--- config.mk ---
export PLATFORM = sky130hd
export DESIGN_NAME = ice_bus_top
export DESIGN_NICKNAME = d
export VERILOG_FILES = /design/src/verilog/ice_pkg.sv /design/src/verilog/ice_frame_parser.sv /design/src/verilog/ice_settings_slave.sv /design/src/verilog/ice_gpio_slave.sv /design/src/verilog/ice_response_arbiter.sv /design/src/verilog/ice_bus_top.sv
export SDC_FILE = /design/constraint.sdc
export NUM_CORES = 1
export LEC_CHECK = 0
export BUFFER_PORTS_ARGS = -buffer_cell sky130_fd_sc_hd__buf_2
export CORE_MARGIN = 2
export CORE_UTILIZATION = 38
export CTS_BUF_LIST = sky130_fd_sc_hd__clkbuf_8
export CTS_CLUSTER_DIAMETER = 50
export DETAILED_ROUTE_END_ITERATION = 12
export PLACE_DENSITY = 0.56
export SKIP_LAST_GASP = 1
export SYNTH_ARGS = -nofsm -noshare
export SYNTH_HDL_FRONTEND = slang
export SYNTH_HIERARCHICAL = 1
export SYNTH_SLANG_ARGS = --single-unit
--- constraint.sdc ---
create_clock -name reset -period 2.8 [get_ports reset]
set_input_delay 0.56 -clock reset [delete_from_list [all_inputs] [get_ports reset]]
set_output_delay 0.56 -clock reset [all_outputs]
set_load 0.01 [all_outputs]
--- src/verilog/ice_pkg.sv ---
package ice_pkg;

	// Widest GPIO port carried by the structs
	localparam int GPIO_MAX = 8;

	// Complete host message as collected by the parser
	typedef struct packed {
		logic [7:0] msg_type;
		logic [7:0] evt_id;
		logic [7:0] length;
		logic [7:0] data0;
		logic [7:0] data1;
	} host_msg_t;

	// Slave response frame, sent out in field order
	typedef struct packed {
		logic [7:0] resp_type;
		logic [7:0] evt_id;
		// Number of data bytes that follow, 0 to 2
		logic [7:0] length;
		logic [7:0] data0;
		logic [7:0] data1;
	} resp_frame_t;

	// GPIO settings, one bit per pin
	typedef struct packed {
		logic [GPIO_MAX-1:0] direction;
		logic [GPIO_MAX-1:0] level;
		logic [GPIO_MAX-1:0] int_enable;
	} gpio_cfg_t;

	// Host command and response codes
	localparam logic [7:0] CMD_VERSION = 8'h56;
	localparam logic [7:0] CMD_SET     = 8'h6f;
	localparam logic [7:0] CMD_GET     = 8'h4f;
	localparam logic [7:0] RESP_ACK    = 8'h00;
	localparam logic [7:0] RESP_NAK    = 8'h01;
	// Asynchronous GPIO change event
	localparam logic [7:0] EVT_GPIO    = 8'h67;

	// Setting indices for get and set
	localparam logic [7:0] SET_DIR   = 8'd0;
	localparam logic [7:0] SET_LEVEL = 8'd1;
	localparam logic [7:0] SET_INTEN = 8'd2;

	// Reported by the version query
	localparam logic [7:0] VERSION_MAJOR = 8'h03;
	localparam logic [7:0] VERSION_MINOR = 8'h02;

endpackage

--- src/verilog/ice_frame_parser.sv ---
`timescale 1ns/1ps

module ice_frame_parser import ice_pkg::*; (
	input  logic       reset,
	input  logic       clk,
	input  logic [7:0] rx_char,
	input  logic       rx_char_valid,
	output host_msg_t  msg,
	output logic       msg_valid
);

	// Position in frame: 0 type, 1 event id, 2 length, 3 data
	logic [1:0] byte_pos;
	// Data bytes still to come
	logic [7:0] remaining;
	// Data slot for next byte, sticks at 2 once both are full
	logic [1:0] data_idx;

	// Frame position and completion strobe
	always_ff @(posedge reset or posedge clk) begin
		if (clk) begin
			byte_pos  <= 2'd0;
			remaining <= 8'd0;
			data_idx  <= 2'd0;
			msg_valid <= 1'b0;
		end else begin
			msg_valid <= 1'b0;
			if (rx_char_valid) begin
				case (byte_pos)
					2'd0: byte_pos <= 2'd1;
					2'd1: byte_pos <= 2'd2;
					2'd2: begin
						data_idx  <= 2'd0;
						remaining <= rx_char;
						// Empty frame is done at its length byte
						if (rx_char == 8'd0) begin
							msg_valid <= 1'b1;
							byte_pos  <= 2'd0;
						end else begin
							byte_pos <= 2'd3;
						end
					end
					default: begin
						remaining <= remaining - 8'd1;
						if (data_idx != 2'd2)
							data_idx <= data_idx + 2'd1;
						if (remaining == 8'd1) begin
							msg_valid <= 1'b1;
							byte_pos  <= 2'd0;
						end
					end
				endcase
			end
		end
	end

	// Field capture into the message register
	always_ff @(posedge reset) begin
		if (rx_char_valid) begin
			case (byte_pos)
				2'd0: msg.msg_type <= rx_char;
				2'd1: msg.evt_id <= rx_char;
				2'd2: begin
					msg.length <= rx_char;
					// Absent data bytes read as zero
					msg.data0  <= 8'd0;
					msg.data1  <= 8'd0;
				end
				default: begin
					if (data_idx == 2'd0)
						msg.data0 <= rx_char;
					else if (data_idx == 2'd1)
						msg.data1 <= rx_char;
					// Surplus bytes fall through here
				end
			endcase
		end
	end

endmodule

--- src/verilog/ice_settings_slave.sv ---
`timescale 1ns/1ps

module ice_settings_slave import ice_pkg::*; #(
	parameter int GPIO_WIDTH = 8
) (
	input  logic        reset,
	input  logic        clk,
	input  host_msg_t   msg,
	input  logic        msg_valid,
	output gpio_cfg_t   gpio_cfg,
	output resp_frame_t resp,
	output logic        req,
	input  logic        grant
);

	// Pins beyond GPIO_WIDTH always read zero
	localparam logic [GPIO_MAX-1:0] PIN_MASK = {GPIO_MAX{1'b1}} >> (GPIO_MAX - GPIO_WIDTH);

	logic                pending;
	logic                accept;
	logic                index_ok;
	logic                set_ok;
	logic                get_ok;
	logic [7:0]          ovf_cnt;
	logic [GPIO_MAX-1:0] setting_val;
	resp_frame_t         resp_next;

	// Still owed to the arbiter, unless granted this cycle
	assign pending  = req & ~grant;
	assign accept   = msg_valid & ~pending;
	assign index_ok = (msg.data0 <= SET_INTEN);
	assign set_ok   = (msg.msg_type == CMD_SET) && (msg.length == 8'd2) && index_ok;
	assign get_ok   = (msg.msg_type == CMD_GET) && (msg.length == 8'd1) && index_ok;

	// Setting selected by data0
	always_comb begin
		case (msg.data0)
			SET_DIR:   setting_val = gpio_cfg.direction;
			SET_LEVEL: setting_val = gpio_cfg.level;
			default:   setting_val = gpio_cfg.int_enable;
		endcase
	end

	// Reply decode, NAK unless proven otherwise
	always_comb begin
		resp_next.resp_type = RESP_NAK;
		resp_next.evt_id    = msg.evt_id;
		resp_next.length    = 8'd1;
		resp_next.data0     = ovf_cnt;
		resp_next.data1     = 8'd0;
		if (msg.msg_type == CMD_VERSION) begin
			resp_next.resp_type = CMD_VERSION;
			resp_next.length    = 8'd2;
			resp_next.data0     = VERSION_MAJOR;
			resp_next.data1     = VERSION_MINOR;
		end else if (set_ok) begin
			resp_next.resp_type = RESP_ACK;
			resp_next.length    = 8'd0;
			resp_next.data0     = 8'd0;
		end else if (get_ok) begin
			resp_next.resp_type = RESP_ACK;
			resp_next.data0     = setting_val;
		end
	end

	// Request level, overflow count and settings
	always_ff @(posedge reset or posedge clk) begin
		if (clk) begin
			req      <= 1'b0;
			ovf_cnt  <= 8'd0;
			gpio_cfg <= '0;
		end else begin
			if (grant)
				req <= 1'b0;
			if (msg_valid && pending) begin
				// Dropped message, count saturates
				if (ovf_cnt != 8'hff)
					ovf_cnt <= ovf_cnt + 8'd1;
			end else if (accept) begin
				req <= 1'b1;
				// NAK reports the count, then clears it
				if (resp_next.resp_type == RESP_NAK)
					ovf_cnt <= 8'd0;
				if (set_ok) begin
					case (msg.data0)
						SET_DIR:   gpio_cfg.direction <= msg.data1 & PIN_MASK;
						SET_LEVEL: gpio_cfg.level <= msg.data1 & PIN_MASK;
						default:   gpio_cfg.int_enable <= msg.data1 & PIN_MASK;
					endcase
				end
			end
		end
	end

	// Held reply frame
	always_ff @(posedge reset) begin
		if (accept)
			resp <= resp_next;
	end

endmodule

--- src/verilog/ice_gpio_slave.sv ---
`timescale 1ns/1ps

module ice_gpio_slave import ice_pkg::*; #(
	parameter int GPIO_WIDTH = 8
) (
	input  logic                  reset,
	input  logic                  clk,
	input  logic [GPIO_WIDTH-1:0] gpio_in,
	output logic [GPIO_WIDTH-1:0] gpio_out,
	output logic [GPIO_WIDTH-1:0] gpio_oe,
	input  gpio_cfg_t             gpio_cfg,
	output resp_frame_t           resp,
	output logic                  req,
	input  logic                  grant
);

	logic [GPIO_WIDTH-1:0] sync_meta;
	logic [GPIO_WIDTH-1:0] sync_in;
	// Input value as of the last report
	logic [GPIO_WIDTH-1:0] last_rep;
	// Input pins with interrupts enabled
	logic [GPIO_WIDTH-1:0] watch;
	logic [GPIO_WIDTH-1:0] changed;
	logic [7:0]            evt_cnt;
	logic                  raise;

	assign watch   = ~gpio_cfg.direction[GPIO_WIDTH-1:0] & gpio_cfg.int_enable[GPIO_WIDTH-1:0];
	assign changed = (sync_in ^ last_rep) & watch;
	// One event in flight at a time
	assign raise   = ~req & (|changed);

	always_ff @(posedge reset or posedge clk) begin
		if (clk) begin
			sync_meta <= '0;
			sync_in   <= '0;
			last_rep  <= '0;
			gpio_out  <= '0;
			gpio_oe   <= '0;
			req       <= 1'b0;
			evt_cnt   <= 8'd0;
		end else begin
			// Two-flop synchronizer
			sync_meta <= gpio_in;
			sync_in   <= sync_meta;
			gpio_oe   <= gpio_cfg.direction[GPIO_WIDTH-1:0];
			gpio_out  <= gpio_cfg.level[GPIO_WIDTH-1:0];
			if (grant) begin
				req     <= 1'b0;
				evt_cnt <= evt_cnt + 8'd1;
			end
			// Frozen while pending so later changes merge
			if (!req)
				last_rep <= sync_in;
			if (raise)
				req <= 1'b1;
		end
	end

	// Event frame tagged with the event count
	always_ff @(posedge reset) begin
		if (raise) begin
			resp.resp_type <= EVT_GPIO;
			resp.evt_id    <= evt_cnt;
			resp.length    <= 8'd1;
			resp.data0     <= GPIO_MAX'(sync_in & watch);
			resp.data1     <= 8'd0;
		end
	end

endmodule

--- src/verilog/ice_response_arbiter.sv ---
`timescale 1ns/1ps

module ice_response_arbiter import ice_pkg::*; (
	input  logic        reset,
	input  logic        clk,
	input  resp_frame_t resp_settings,
	input  logic        req_settings,
	input  resp_frame_t resp_gpio,
	input  logic        req_gpio,
	output logic        grant_settings,
	output logic        grant_gpio,
	output logic [7:0]  tx_char,
	output logic        tx_char_valid,
	input  logic        tx_char_ready
);

	localparam int FRAME_BITS = $bits(resp_frame_t);

	logic                  busy;
	// Frame owner, 1 for the GPIO slave
	logic                  owner_gpio;
	logic [2:0]            byte_idx;
	logic [2:0]            last_idx;
	logic [2:0]            win_last;
	logic                  start;
	logic                  last_byte;
	resp_frame_t           winner;
	logic [FRAME_BITS-1:0] shift_q;

	// Settings slave wins ties
	assign winner   = req_settings ? resp_settings : resp_gpio;
	// Header is 3 bytes, data clamped to 2
	assign win_last = (winner.length >= 8'd2) ? 3'd4 : 3'd2 + winner.length[2:0];

	// Wait out the grant cycle, the old request is still up
	assign start = ~busy & ~grant_settings & ~grant_gpio & (req_settings | req_gpio);

	// Head of the shift register goes out when the host is ready
	assign tx_char       = shift_q[FRAME_BITS-1 -: 8];
	assign tx_char_valid = busy & tx_char_ready;
	assign last_byte     = tx_char_valid & (byte_idx == last_idx);

	always_ff @(posedge reset or posedge clk) begin
		if (clk) begin
			busy           <= 1'b0;
			owner_gpio     <= 1'b0;
			byte_idx       <= 3'd0;
			last_idx       <= 3'd0;
			grant_settings <= 1'b0;
			grant_gpio     <= 1'b0;
		end else begin
			grant_settings <= 1'b0;
			grant_gpio     <= 1'b0;
			if (start) begin
				busy       <= 1'b1;
				owner_gpio <= ~req_settings;
				byte_idx   <= 3'd0;
				last_idx   <= win_last;
			end else if (tx_char_valid) begin
				byte_idx <= byte_idx + 3'd1;
				// Grant pulse closes the frame
				if (last_byte) begin
					busy           <= 1'b0;
					grant_settings <= ~owner_gpio;
					grant_gpio     <= owner_gpio;
				end
			end
		end
	end

	// Frame shifts up one byte per accepted byte
	always_ff @(posedge reset) begin
		if (start)
			shift_q <= winner;
		else if (tx_char_valid)
			shift_q <= {shift_q[FRAME_BITS-9:0], 8'h00};
	end

endmodule

--- src/verilog/ice_bus_top.sv ---
`timescale 1ns/1ps

module ice_bus_top import ice_pkg::*; #(
	parameter int GPIO_WIDTH = 8
) (
	input  logic                  reset,
	input  logic                  clk,
	input  logic [7:0]            rx_char,
	input  logic                  rx_char_valid,
	output logic [7:0]            tx_char,
	output logic                  tx_char_valid,
	input  logic                  tx_char_ready,
	input  logic [GPIO_WIDTH-1:0] gpio_in,
	output logic [GPIO_WIDTH-1:0] gpio_out,
	output logic [GPIO_WIDTH-1:0] gpio_oe
);

	host_msg_t   msg;
	logic        msg_valid;
	gpio_cfg_t   gpio_cfg;
	resp_frame_t resp_settings;
	resp_frame_t resp_gpio;
	logic        req_settings;
	logic        req_gpio;
	logic        grant_settings;
	logic        grant_gpio;

	// Host bytes into whole messages
	ice_frame_parser u_parser (
		.reset(reset), .clk(clk),
		.rx_char(rx_char), .rx_char_valid(rx_char_valid),
		.msg(msg), .msg_valid(msg_valid)
	);

	// Commands and the GPIO settings
	ice_settings_slave #(.GPIO_WIDTH(GPIO_WIDTH)) u_settings (
		.reset(reset), .clk(clk),
		.msg(msg), .msg_valid(msg_valid), .gpio_cfg(gpio_cfg),
		.resp(resp_settings), .req(req_settings), .grant(grant_settings)
	);

	// Pins and change events
	ice_gpio_slave #(.GPIO_WIDTH(GPIO_WIDTH)) u_gpio (
		.reset(reset), .clk(clk),
		.gpio_in(gpio_in), .gpio_out(gpio_out), .gpio_oe(gpio_oe), .gpio_cfg(gpio_cfg),
		.resp(resp_gpio), .req(req_gpio), .grant(grant_gpio)
	);

	// One reply frame at a time back to the host
	ice_response_arbiter u_arbiter (
		.reset(reset), .clk(clk),
		.resp_settings(resp_settings), .req_settings(req_settings),
		.resp_gpio(resp_gpio), .req_gpio(req_gpio),
		.grant_settings(grant_settings), .grant_gpio(grant_gpio),
		.tx_char(tx_char), .tx_char_valid(tx_char_valid), .tx_char_ready(tx_char_ready)
	);

endmodule

==> key figures <==
Clock network
  • CTS root buf: clkbuf_8
  • Worst-path clk slew: 0.06 ns
  • CTS H-tree depth: 2
  • Max clock buf depth: 3
  • TritonCTS clock tree: built
  • Worst-skew pair later-pin latency: 0.52 ns
  • TritonCTS buffer count: 38
  • Sink Count: around 220

Floorplan
  • Chip height: approximately 160 um
  • Initial Util: between 30 and 40%
  • Core Footprint: about 0.025 mm^2
  • Row cnt: between 50 and 60
  • IO Count: 45
  • Die area: about 0.027 mm^2
  • Die X: approximately 160 um

Global route
  • Remaining global-route overflow: 0
  • Maximum number of pins on one net before global-route repair: 45
  • Gr usage total: between 10% and 20%
  • First-pass GRT wire length: 31500 um
  • Number of global-route vias before repair: roughly 5700
  • Initial antenna violation count: 0

Timing
  • Fin crit period: between 2 and 2.5 ns
  • Tightest Pin Transition: slightly below 0.7 ns
  • Unrepaired setup endpoints after global routing: no
  • Relative slew margins: 54.9%
  • Final Hold Vio Count: 0
  • Final worst slack: ~0.44 ns
  • Final setup fails: 0
  • Clk_skew: 0.0213 ns
  • Setup TNS Final: 0 ns
  • Fmax: roughly 0.42 GHz
  • Pins Over Slew Limit: 0
  • Period utilization: between 80% and 90%

Logic synthesis
  • Most used DFF post-synth: edfxtp_1
  • Yosys warns: 6
  • Synth Register Bits: around 220
  • Mean post-synth cell area: about 13 um^2
  • Post-synth EDFFs: between 100 and 150
  • Sequential area share after synthesis: a little over three fifths
  • Asr flop ratio synth: 47.5%
  • Cells after Synth: between 700 and 800
  • Synth unique cells: 70
  • Cell Area, Synth: 0.00978 mm^2

Power and ir drop
  • Clock power frac: around a third
  • Combinational share of power: 18.8%
  • Pleak: between 0.004 and 0.005 uW
  • Seq pwr share: between 40% and 50%
  • Total Power: just over 9000 uW
  • Sw Ratio: 28.6%
  • Peak VDD IR: roughly 0.55 mV
  • Internal power: ~6700 uW
  • Net load switching power: approximately 2700 uW
  • Pwr Density: between 800 and 900 mW/mm^2

Detailed routing
  • # DRC: 0
  • Vias/cell: between 4 and 5
  • Router iterations before antenna repair: 4
  • Total wire length: slightly below 20000 um
  • Total number of vias: between 5000 and 6000
  • Starting DRT DRC Count: 286
  • Post-route ant nets: 0
  • WL/cell: roughly 17 um

Final layout
  • Fin area: roughly 0.011 mm^2
  • Ant. Diodes: 0
  • Reg area: roughly 0.006 mm^2
  • Most frequent cells in the layout: edfxtp_1 (116), dfrtp_1 (104), nand2_1 (57), mux2i_1 (52), clkbuf_8 (48)
  • Layout net count: 842
  • Layout cells sized above 1: between 20% and 30%
  • Area grow syn2layout: 12.6%
  • Most common cell after layout, fill and taps aside: edfxtp_1
  • Fill cell count: 2351
  • Multi-input gate area: 0.00316 mm^2

Setup path
  • Worst Path Arrival: ~2.8 ns
  • Data required time of the critical path: 3.20 ns
  • Critical path type: reg -> reg
  • Worst setup SP type: register
  • CP Capture Type: register
  • Crit-path max FO: 8

Worst hold path
  • Hold/Removal Path Class: in -> reg

Placed design
  • Port Buffers: 44
  • Gpl congestion: between 0.7 and 0.8
  • Placed Area: between 0.01 and 0.015 mm^2
  • Setup WS pre-CTS: 0.427 ns
  • Detail Placement HPWL: about 13000 um

Status
  • Status: complete, no violations

Job
  • Max-Cap Viols: 0
Yosys cell counts, types with 6 or more instances:
cell / number / area, um^2
xor2_1: 9 / 78.8
nand2_1: 57 / 214
a21oi_1: 20 / 100
buf_2: 8 / 40.0
nor3b_1: 10 / 75.1
ha_1: 8 / 100
mux2_2: 29 / 327
and2_1: 8 / 50.1
o2111ai_1: 7 / 61.3
nor3_1: 7 / 35.0
nand2b_1: 7 / 43.8
dfrtp_1: 105 / 2630
clkbuf_1: 8 / 30.0
edfxtp_1: 116 / 3480
nor4_1: 6 / 37.5
o21ai_2: 9 / 78.8
o21ai_0: 44 / 220
nor2_1: 31 / 116
buf_4: 54 / 405
inv_1: 26 / 97.6
xnor2_1: 13 / 114
nand4_1: 6 / 37.5
buf_6: 7 / 78.8
nand3_1: 19 / 95.1
mux2i_1: 52 / 521
logic make-up (layout without fill, tap and decap cells):
family / count (synthesis) / count (layout) / share of synthesized area [%]
AOI/OAI and AO/OA: 116 / 116 / 7.64
xor gates and xnor gates: 22 / 22 / 1.97
adders and majority gates: 8 / 8 / 1.02
buffers and inverters: 104 / 162 / 6.71
DFF: 221 / 221 / 62.5
muxes: 82 / 82 / 8.78
other: 3 / 40 / 0.115
and+or+nand+nor: 192 / 192 / 11.3
per-stage QoR:
step	util, %	hold slack [ns]	std cells
4_1_cts	43.6	0.120	1173
2_1_floorplan	-	0.331	785
3_3_place_gp	40.3	0.335	1103
6_report	43.6	0.148	1173
5_1_grt	43.6	0.120	1173
3_5_place_dp	40.3	0.335	1103
worst paths after layout:
kind / startpoint / endpoint / slack (ns) / cells past startpoint
setup / recovery: u_parser/msg[13] / u_settings/gpio_cfg[10] / 0.44 / 4
hold / removal: gpio_in[7] / u_gpio/sync_meta[7] / 0.15 / 1
setup reg to reg: u_parser/msg[13] / u_settings/gpio_cfg[10] / 0.44 / 4
hold reg to reg: u_gpio/sync_meta[5] / u_gpio/sync_in[5] / 0.34 / 0
max in group asynchronous: clk / u_gpio/last_rep[6] / 1.43 / 4
min in group asynchronous: clk / u_gpio/gpio_out[2] / 0.54 / 3
repair_timing:
| action | 4_1_cts | 5_1_grt |
|---|---|---|
| resized for setup | 0 | 0 |
| buffers inserted | 0 | 0 |
| hold buffers | 1 | 0 |
| endpoints found under the hold margin | 5 | 0 |
final cells by class:
class	instances	area share, %
Inverter	27	0.921
Clock inverter	21	1.56
Sequential cell	221	55.5
Tap cell	330	3.75
Clock buffer	48	6.00
Timing Repair Buffer	66	3.52
Multi-Input combinational cell	460	28.7
registers in the layout, indices dropped and copies added, names as in the netlist, 2 cells and up:
| signal | count |
|---|---|
| u_arbiter/byte_idx | 3 |
| u_arbiter/last_idx | 3 |
| u_arbiter/shift_q | 40 |
| u_gpio/evt_cnt | 8 |
| u_gpio/gpio_oe | 8 |
| u_gpio/gpio_out | 8 |
| u_gpio/last_rep | 8 |
| u_gpio/resp | 16 |
| u_gpio/sync_in | 8 |
| u_gpio/sync_meta | 8 |
| u_parser/byte_pos | 2 |
| u_parser/data_idx | 2 |
| u_parser/msg | 40 |
| u_parser/remaining | 8 |
| u_settings/gpio_cfg | 24 |
| u_settings/ovf_cnt | 8 |
| u_settings/resp | 20 |
layer usage:
metal	GRT usage [%]	vias to the layer above	routed length, um
met5	0	-	0
met4	4.51	0	381
met3	2.91	33	693
met2	23.6	106	8950
met1	21.2	2748	9340
li1	-	2777	-
power by group through the flow:
stage	sequential [uW]	combinational (uW)	clock, uW
global route	4540	2010	3370
CTS	4480	1790	3220
detailed placement	4540	1780	0
floorplan	4430	1510	0
global placement	4520	1750	0
finish	4470	1760	3110
worst max-delay path: stages (launching register included):
cell,delay (ns)
edfxtp_1,0.39
or4_4,0.57
and4bb_1,0.33
nor4b_4,0.55
mux2_2,0.40
Power figures use the tool's default switching activity.
